File: config.mk
export PLATFORM = sky130hd
export DESIGN_NAME = sifhTop
export DESIGN_NICKNAME = d
export VERILOG_FILES = /design/src/logic/sifhPkg.sv /design/src/logic/frameSequencer.sv /design/src/logic/histBank.sv /design/src/logic/peakResolver.sv /design/src/logic/photonBinner.sv /design/src/logic/sifhTop.sv
export VERILOG_INCLUDE_DIRS = /design/src /design/src/logic
export SDC_FILE = /design/constraint.sdc
export NUM_CORES = 2
export LEC_CHECK = 0
export ABC_AREA = 0
export ABC_CLOCK_PERIOD_IN_PS = 16700
export BUFFER_PORTS_ARGS = -buffer_cell sky130_fd_sc_hd__buf_2
export CAP_MARGIN = 15
export CORE_MARGIN = 2
export CORE_UTILIZATION = 40
export DETAILED_ROUTE_END_ITERATION = 8
export PLACE_DENSITY_LB_ADDON = 0.08
export SLEW_MARGIN = 20
export SYNTH_ARGS = -nofsm -noshare
export SYNTH_HDL_FRONTEND = slang
export SYNTH_HIERARCHICAL = 1
export SYNTH_SLANG_ARGS = --single-unit
File: constraint.sdc
create_clock -name clk -period 16.7 [get_ports clk]
set_clock_uncertainty 0.1 [all_clocks]
set_input_delay 2.505 -clock clk [delete_from_list [all_inputs] [get_ports clk]]
set_output_delay 2.505 -clock clk [all_outputs]
set_load 0.05 [all_outputs]
File: src/logic/sifh_defs.svh
// SiFH widths and frame geometry shared by the peak finder and its testbench
`ifndef SIFH_DEFS_SVH
`define SIFH_DEFS_SVH

// **************************************************
// timestamp and frame geometry
// **************************************************

// timestamp width in bits
`define NP 8

// pixels per group and pixel index width
`define PIXEL_NUM 4
`define PIXEL_W 2

// samples per pixel in one acquisition
`define DATA_NUM 4
`define SAMPLE_W 2

// acquisitions per frame
`define ACQ_NUM 8
`define ACQ_W 3

// **************************************************
// histogram geometry
// **************************************************

// 8 coarse bins of 32 stamps
`define COARSE_W 3
`define COARSE_SPAN 32

// 32 fine bins of 2 stamps
`define FINE_W 5
`define FINE_SPAN 64

// enough for ACQ_NUM * DATA_NUM hits in one bin
`define COUNT_W 6

// highest legal window low
`define WINDOW_MAX 192

`endif

File: src/logic/sifhPkg.sv
// SiFH types for stamps, pixels, bins, pipeline events and per-pixel arrays
`include "sifh_defs.svh"
`default_nettype none

package sifhPkg;

    // **************************************************
    // scalar types
    // **************************************************

    typedef logic [`NP-1:0]       stamp_t;
    typedef logic [`PIXEL_W-1:0]  pixelIdx_t;
    typedef logic [`COUNT_W-1:0]  count_t;
    typedef logic [`COARSE_W-1:0] coarseBin_t;
    typedef logic [`FINE_W-1:0]   fineBin_t;

    // **************************************************
    // pipeline payloads
    // **************************************************

    // one written sample tagged by the sequencer
    typedef struct packed {
        pixelIdx_t pixel;
        stamp_t    stamp;
        logic      frameEnd;
    } photon_t;

    // binned event for the coarse bank
    typedef struct packed {
        logic       hit;
        pixelIdx_t  pixel;
        coarseBin_t bin;
        logic       frameEnd;
    } coarseEvent_t;

    // same layout with the fine bin index
    typedef struct packed {
        logic      hit;
        pixelIdx_t pixel;
        fineBin_t  bin;
        logic      frameEnd;
    } fineEvent_t;

    // per-pixel arrays, index is the pixel number
    typedef coarseBin_t [`PIXEL_NUM-1:0] coarsePeaks_t;
    typedef fineBin_t   [`PIXEL_NUM-1:0] finePeaks_t;
    typedef stamp_t     [`PIXEL_NUM-1:0] windows_t;
    typedef stamp_t     [`PIXEL_NUM-1:0] results_t;

endpackage

`default_nettype wire

File: src/logic/frameSequencer.sv
// SiFH frame sequencer: tags each written sample with its pixel and the frame end
`timescale 1ns/1ps
`include "sifh_defs.svh"
`default_nettype none

module frameSequencer import sifhPkg::*; (
    input  logic    clk,
    input  logic    combin_res,
    input  logic    wrEn,
    input  stamp_t  data,
    output photon_t photon,
    output logic    photonValid
);

    // position of the incoming sample inside the frame
    logic [`SAMPLE_W-1:0] sampleCnt;
    pixelIdx_t            pixelCnt;
    logic [`ACQ_W-1:0]    acqCnt;

    logic lastSample;
    logic lastPixel;
    logic lastAcq;

    // wrap points of each counter
    assign lastSample = (sampleCnt == `SAMPLE_W'(`DATA_NUM - 1));
    assign lastPixel  = (pixelCnt == `PIXEL_W'(`PIXEL_NUM - 1));
    assign lastAcq    = (acqCnt == `ACQ_W'(`ACQ_NUM - 1));

    // **************************************************
    // counters, order is sample then pixel then acq
    // **************************************************
    always_ff @(posedge clk or negedge combin_res) begin
        if (!combin_res) begin
            sampleCnt   <= '0;
            pixelCnt    <= '0;
            acqCnt      <= '0;
            photonValid <= 1'b0;
        end else begin
            photonValid <= wrEn;
            if (wrEn) begin
                if (lastSample) begin
                    sampleCnt <= '0;
                    if (lastPixel) begin
                        pixelCnt <= '0;
                        // acquisition wraps at the frame end
                        acqCnt <= lastAcq ? '0 : acqCnt + 1'b1;
                    end else begin
                        pixelCnt <= pixelCnt + 1'b1;
                    end
                end else begin
                    sampleCnt <= sampleCnt + 1'b1;
                end
            end
        end
    end

    // sample register, only loaded on a write
    always_ff @(posedge clk) begin
        if (wrEn) begin
            photon.pixel    <= pixelCnt;
            photon.stamp    <= data;
            // last sample of last pixel of last acq
            photon.frameEnd <= lastSample && lastPixel && lastAcq;
        end
    end

endmodule

`default_nettype wire

File: src/logic/histBank.sv
// SiFH histogram bank: per-pixel bin counts with lazy clear and peak tracking
`timescale 1ns/1ps
`include "sifh_defs.svh"
`default_nettype none

module histBank import sifhPkg::*; #(
    parameter type binIdx_t = coarseBin_t,
    parameter int  BIN_NUM  = 8
) (
    input  logic                           clk,
    input  logic                           combin_res,
    input  logic                           hit,
    input  pixelIdx_t                      pixel,
    input  binIdx_t                        bin,
    input  logic                           frameEnd,
    input  logic                           eventValid,
    output binIdx_t [`PIXEL_NUM-1:0]       peaks,
    output logic                           peaksValid
);

    localparam int ENTRY_NUM = `PIXEL_NUM * BIN_NUM;
    localparam int IDX_W     = $clog2(ENTRY_NUM);

    // **************************************************
    // storage
    // **************************************************

    // one count per pixel and bin
    count_t counts [ENTRY_NUM];
    // entry holds a count of this frame
    logic [ENTRY_NUM-1:0] entryValid;

    // running maximum and its bin per pixel
    count_t  runMax [`PIXEL_NUM];
    binIdx_t runBin [`PIXEL_NUM];

    logic [IDX_W-1:0] entryIdx;
    count_t           curCount;
    count_t           newCount;
    logic             newPeak;
    logic             doHit;
    logic             doClose;

    assign doHit   = eventValid && hit;
    assign doClose = eventValid && frameEnd;

    // flat entry address, pixel major
    assign entryIdx = IDX_W'(pixel) * IDX_W'(BIN_NUM) + IDX_W'(bin);

    // stale entries read as zero, so a first hit writes one
    assign curCount = entryValid[entryIdx] ? counts[entryIdx] : '0;
    assign newCount = curCount + 1'b1;

    // strictly greater, so ties keep the earlier bin
    assign newPeak = doHit && (newCount > runMax[pixel]);

    // **************************************************
    // control state
    // **************************************************
    always_ff @(posedge clk or negedge combin_res) begin
        if (!combin_res) begin
            entryValid <= '0;
            peaksValid <= 1'b0;
            for (int p = 0; p < `PIXEL_NUM; p++) begin
                runMax[p] <= '0;
                runBin[p] <= '0;
            end
        end else begin
            peaksValid <= doClose;
            if (doHit) begin
                entryValid[entryIdx] <= 1'b1;
            end
            if (newPeak) begin
                runMax[pixel] <= newCount;
                runBin[pixel] <= bin;
            end
            // frame end clears everything in the same edge
            // later assignments win over the hit update above
            if (doClose) begin
                entryValid <= '0;
                for (int p = 0; p < `PIXEL_NUM; p++) begin
                    runMax[p] <= '0;
                    runBin[p] <= '0;
                end
            end
        end
    end

    // counts and reported peaks
    always_ff @(posedge clk) begin
        if (doHit) begin
            counts[entryIdx] <= newCount;
        end
        if (doClose) begin
            for (int p = 0; p < `PIXEL_NUM; p++) begin
                // last hit of the frame may still move the peak
                if (newPeak && (pixel == pixelIdx_t'(p))) begin
                    peaks[p] <= bin;
                end else begin
                    peaks[p] <= runBin[p];
                end
            end
        end
    end

endmodule

`default_nettype wire

File: src/logic/peakResolver.sv
// SiFH peak resolver: coarse peaks to next windows, fine peaks to final stamps
`timescale 1ns/1ps
`include "sifh_defs.svh"
`default_nettype none

module peakResolver import sifhPkg::*; (
    input  logic         clk,
    input  logic         combin_res,
    input  coarsePeaks_t coarsePeaks,
    input  finePeaks_t   finePeaks,
    input  logic         peaksValid,
    output windows_t     windows,
    output results_t     result,
    output logic         resultValid
);

    windows_t nextWindows;
    results_t nextResult;
    // no window set yet
    logic     firstFrame;

    // **************************************************
    // window and result rules
    // **************************************************
    always_comb begin
        stamp_t centre;
        stamp_t low;
        for (int p = 0; p < `PIXEL_NUM; p++) begin
            // middle of the coarse peak bin
            centre = stamp_t'(coarsePeaks[p] * `COARSE_SPAN + `COARSE_SPAN / 2);
            // half a window below the centre
            if (centre < stamp_t'(`FINE_SPAN / 2)) begin
                low = '0;
            end else begin
                low = centre - stamp_t'(`FINE_SPAN / 2);
            end
            // keep the window inside the stamp range
            if (low > stamp_t'(`WINDOW_MAX)) begin
                low = stamp_t'(`WINDOW_MAX);
            end
            nextWindows[p] = low;

            // centre of the fine bin: low + 2 * bin + 1
            nextResult[p] = windows[p] + stamp_t'({finePeaks[p], 1'b1});
        end
    end

    // windows and result load on the same edge
    always_ff @(posedge clk or negedge combin_res) begin
        if (!combin_res) begin
            windows     <= '0;
            result      <= '0;
            resultValid <= 1'b0;
            firstFrame  <= 1'b1;
        end else begin
            resultValid <= peaksValid && !firstFrame;
            if (peaksValid) begin
                windows    <= nextWindows;
                firstFrame <= 1'b0;
                // the first frame had no window to resolve against
                if (!firstFrame) begin
                    result <= nextResult;
                end
            end
        end
    end

endmodule

`default_nettype wire

File: src/logic/photonBinner.sv
// SiFH photon binner: filters empty samples and maps photons to coarse and fine bins
`timescale 1ns/1ps
`include "sifh_defs.svh"
`default_nettype none

module photonBinner import sifhPkg::*; (
    input  logic         clk,
    input  logic         combin_res,
    input  photon_t      photon,
    input  logic         photonValid,
    input  windows_t     windows,
    output coarseEvent_t coarseEvent,
    output fineEvent_t   fineEvent,
    output logic         eventValid
);

    // all ones marks a sample without photon
    localparam stamp_t EMPTY_STAMP = '1;

    logic       isPhoton;
    stamp_t     winLow;
    stamp_t     offset;
    logic       inWindow;
    coarseBin_t coarseBin;
    fineBin_t   fineBin;

    // **************************************************
    // bin derivation
    // **************************************************
    assign isPhoton = (photon.stamp != EMPTY_STAMP);

    // top bits give the coarse bin
    assign coarseBin = photon.stamp[`NP-1 -: `COARSE_W];

    // window of this pixel from the previous frame
    assign winLow = windows[photon.pixel];
    assign offset = photon.stamp - winLow;

    // low <= stamp < low + 64
    // checked on the offset so the upper bound cannot overflow
    assign inWindow = (photon.stamp >= winLow) && (offset < stamp_t'(`FINE_SPAN));

    // two stamps per fine bin
    assign fineBin = fineBin_t'(offset >> 1);

    // valid strobe shared by both events
    always_ff @(posedge clk or negedge combin_res) begin
        if (!combin_res) begin
            eventValid <= 1'b0;
        end else begin
            eventValid <= photonValid;
        end
    end

    // event payloads
    // frameEnd travels even without a hit so the frame always closes
    always_ff @(posedge clk) begin
        if (photonValid) begin
            coarseEvent.hit      <= isPhoton;
            coarseEvent.pixel    <= photon.pixel;
            coarseEvent.bin      <= coarseBin;
            coarseEvent.frameEnd <= photon.frameEnd;

            fineEvent.hit      <= isPhoton && inWindow;
            fineEvent.pixel    <= photon.pixel;
            fineEvent.bin      <= fineBin;
            fineEvent.frameEnd <= photon.frameEnd;
        end
    end

endmodule

`default_nettype wire

File: src/logic/sifhTop.sv
// SiFH top level of the two-pass histogram peak finder for time-of-flight pixels
`timescale 1ns/1ps
`include "sifh_defs.svh"
`default_nettype none

module sifhTop import sifhPkg::*; (
    input  logic     clk,
    input  logic     combin_res,
    input  logic     wrEn,
    input  stamp_t   data,
    output results_t result,
    output logic     resultValid
);

    // **************************************************
    // pipeline wires
    // **************************************************
    photon_t      photon;
    logic         photonValid;
    windows_t     windows;
    coarseEvent_t coarseEvent;
    fineEvent_t   fineEvent;
    logic         eventValid;
    coarsePeaks_t coarsePeaks;
    finePeaks_t   finePeaks;
    // both banks close the frame in the same cycle
    logic         coarsePeaksValid;

    // sample tagging
    frameSequencer frameSequencer_inst (
        .clk         (clk),
        .combin_res  (combin_res),
        .wrEn        (wrEn),
        .data        (data),
        .photon      (photon),
        .photonValid (photonValid)
    );

    // empty filter and bin mapping
    photonBinner photonBinner_inst (
        .clk         (clk),
        .combin_res  (combin_res),
        .photon      (photon),
        .photonValid (photonValid),
        .windows     (windows),
        .coarseEvent (coarseEvent),
        .fineEvent   (fineEvent),
        .eventValid  (eventValid)
    );

    // coarse pass over the full range
    histBank #(
        .binIdx_t (coarseBin_t),
        .BIN_NUM  (1 << `COARSE_W)
    ) coarseBank (
        .clk        (clk),
        .combin_res (combin_res),
        .hit        (coarseEvent.hit),
        .pixel      (coarseEvent.pixel),
        .bin        (coarseEvent.bin),
        .frameEnd   (coarseEvent.frameEnd),
        .eventValid (eventValid),
        .peaks      (coarsePeaks),
        .peaksValid (coarsePeaksValid)
    );

    // fine pass inside the window
    histBank #(
        .binIdx_t (fineBin_t),
        .BIN_NUM  (1 << `FINE_W)
    ) fineBank (
        .clk        (clk),
        .combin_res (combin_res),
        .hit        (fineEvent.hit),
        .pixel      (fineEvent.pixel),
        .bin        (fineEvent.bin),
        .frameEnd   (fineEvent.frameEnd),
        .eventValid (eventValid),
        .peaks      (finePeaks),
        .peaksValid ()
    );

    // windows for the next frame and final stamps
    peakResolver peakResolver_inst (
        .clk         (clk),
        .combin_res  (combin_res),
        .coarsePeaks (coarsePeaks),
        .finePeaks   (finePeaks),
        .peaksValid  (coarsePeaksValid),
        .windows     (windows),
        .result      (result),
        .resultValid (resultValid)
    );

endmodule

`default_nettype wire

==> results.json <==
{
  "whs_path_depth": 2,
  "drv_slew": 0,
  "cts_buffer_depth": 3,
  "ctsResizeCount": 0,
  "synthCells": 3550,
  "grt_first_pass_wirelength_um": 239000,
  "ff2ff_path_depth": 19,
  "dr.pass1.iters": 7,
  "cts.sinks": 1313,
  "viasPerCell": 5.88,
  "gpl.final_weighted_congestion": 0.882,
  "dp_hpwl_um": 102000,
  "core-area_um2": 135000,
  "hp-class": "register to register",
  "routed_wl_um": 166000,
  "row_count": 135,
  "area_growth_pct": 12.5,
  "final_common_cell": "edfxtp_1",
  "total_power_uw": 9990,
  "path_max_fanout": 46,
  "fillers": 11800,
  "die_y_um": 372,
  "initial_core_util_pct": 40.2,
  "antenna_found_initial": 5,
  "final_cell_mix": "edfxtp_1 (1016), nor2_1 (518), dfrtp_1 (296)",
  "hold_violations": 0,
  "path_class": "register to register",
  "crit_required_ns": 17.25,
  "slew_headroom_pct": 19.9,
  "critPathLaunchType": "register",
  "syn_area_per_cell_um2": 15.3,
  "vias": 32400,
  "multi_input_area_um2": 15000,
  "powerDensity_nw_per_um2": 163,
  "routedWlPerCell_um": 30.1,
  "p_leak_uw": 0.0217,
  "fin_crit_ns": 8.27,
  "detail-route-antenna-nets": 0,
  "clk_pin_slew_ns": 0.06,
  "status": "completed",
  "cap_violations": 0,
  "hold_buffers": 0,
  "boundaryPins": 44,
  "timing.rr.end": "fineBank/runBin[18]",
  "rsz0062_at_grt": "false",
  "synth.cell_area_um2": 54300,
  "insertion_delay_ns": 0.78,
  "whs_endpoint": "peakResolver_inst/result[25]",
  "fp.dieW_um": 372,
  "worst_pin_slew_ns": 1.20,
  "drtIter0Drc": 3478,
  "htree_num_levels": 4,
  "r2r_setup_slack_ns": 8.43,
  "fp.dieArea_um2": 139000,
  "grt_start_max_net_pins": 119,
  "max_freq_mhz": 121,
  "post-route-drc-count": 0,
  "cts_tree": "done",
  "min_from": "fineBank/peaks[15]",
  "yosysWarnings": 6,
  "period_share_pct": 49.5,
  "ir_drop_v": 0.000103,
  "r2r_start": "photonBinner_inst/fineEvent[3]",
  "end_kind": "register",
  "post_cts.repair.setup_buffers": 0,
  "grt_pass1_vias": 32500,
  "grt-ovfl-total": 0,
  "fin_nets": 3660,
  "tns_ns": 0,
  "drive_above_1_share_pct": 17.0,
  "setup_viol": 0,
  "seqCellArea_um2": 37900,
  "arrival_ns": 8.82,
  "cts_root_buf": "clkbuf_16",
  "grt_usage_pct": 24.0,
  "cts-buffers-inserted": 145,
  "port-buffer-count": 43
}
-- cell type report --
| cell class | instances | area share, % |
|---|---|---|
| diodes | 2 | 0.00819 |
| flip-flops and latches | 1313 | 62.1 |
| inverters | 63 | 0.397 |
| repair buffers | 122 | 1.43 |
| clock inverters | 76 | 1.36 |
| multi-input cells | 1961 | 24.5 |
| clock buffers | 193 | 6.52 |
| well taps | 1781 | 3.65 |
-- per-stage QoR --
stage,std cells,hold slack [ns],cell area (um^2),utilization [%],worst slack [ns]
5_1_grt,5509,0.365,61100,45.2,7.94
4_1_cts,5509,0.347,61100,45.2,8.38
3_5_place_dp,5240,0.330,56300,41.6,8.37
3_3_place_gp,5240,0.337,56300,41.6,8.49
6_report,5511,0.342,61100,45.2,8.43
2_1_floorplan,3565,0.300,54400,-,6.43
-- critical path, cell delays in order (launching register included) --
cell and delay (ns):
edfxtp_1 0.32, buf_4 0.65, buf_4 0.71, inv_1 0.54, buf_4 0.42, a221oi_1 0.59, o2111ai_1 0.41, a311o_1 0.44
or4_4 0.48, nand4b_1 0.15, mux2i_2 0.48, clkinv_2 0.58, ha_1 0.53, nand3_1 0.10, o21ai_0 0.18, o211ai_1 0.30
nor2_1 0.33, buf_4 0.27, mux2_2 0.37, and2_1 0.16
-- worst max-delay path by stage --
stage                                   start                  end  cells past startpoint
6_report       photonBinner_inst/fineEvent[3]  fineBank/runBin[18]                     19
5_1_grt        photonBinner_inst/fineEvent[1]  fineBank/runBin[13]                     21
4_1_cts        photonBinner_inst/fineEvent[1]  fineBank/runBin[18]                     21
3_5_place_dp   photonBinner_inst/fineEvent[1]  fineBank/runBin[18]                     21
3_3_place_gp   photonBinner_inst/fineEvent[1]  fineBank/runBin[17]                     21
2_1_floorplan  photonBinner_inst/fineEvent[1]  fineBank/runBin[13]                     21
-- flip-flops by register name, indices dropped and copies added (netlist names), 7 cells and up --
signal / count
photonBinner_inst/coarseEvent: 7
coarseBank/runMax: 24
fineBank/entryValid: 128
coarseBank/runBin: 12
coarseBank/counts: 192
fineBank/runMax: 24
fineBank/peaks: 20
peakResolver_inst/windows: 16
frameSequencer_inst/photon: 11
fineBank/runBin: 20
fineBank/counts: 768
coarseBank/entryValid: 32
peakResolver_inst/result: 29
coarseBank/peaks: 12
-- power by group --
group / total [uW] / leakage (uW) / internal [uW] / switching [uW]
combinational: 2600 / 0.00614 / 709 / 1900
sequential: 4160 / 0.0132 / 4080 / 76.6
clock: 3230 / 0.00236 / 1920 / 1310
-- metal layers --
metal	global-route usage [%]	vias up	share of wire, %
met5	0	-	0.025
met4	7.87	6	3.1
met3	4.58	289	7.4
met2	37.6	1391	46
met1	33.8	17000	43
li1	-	13700	-
(Power assumes the default switching activity.)
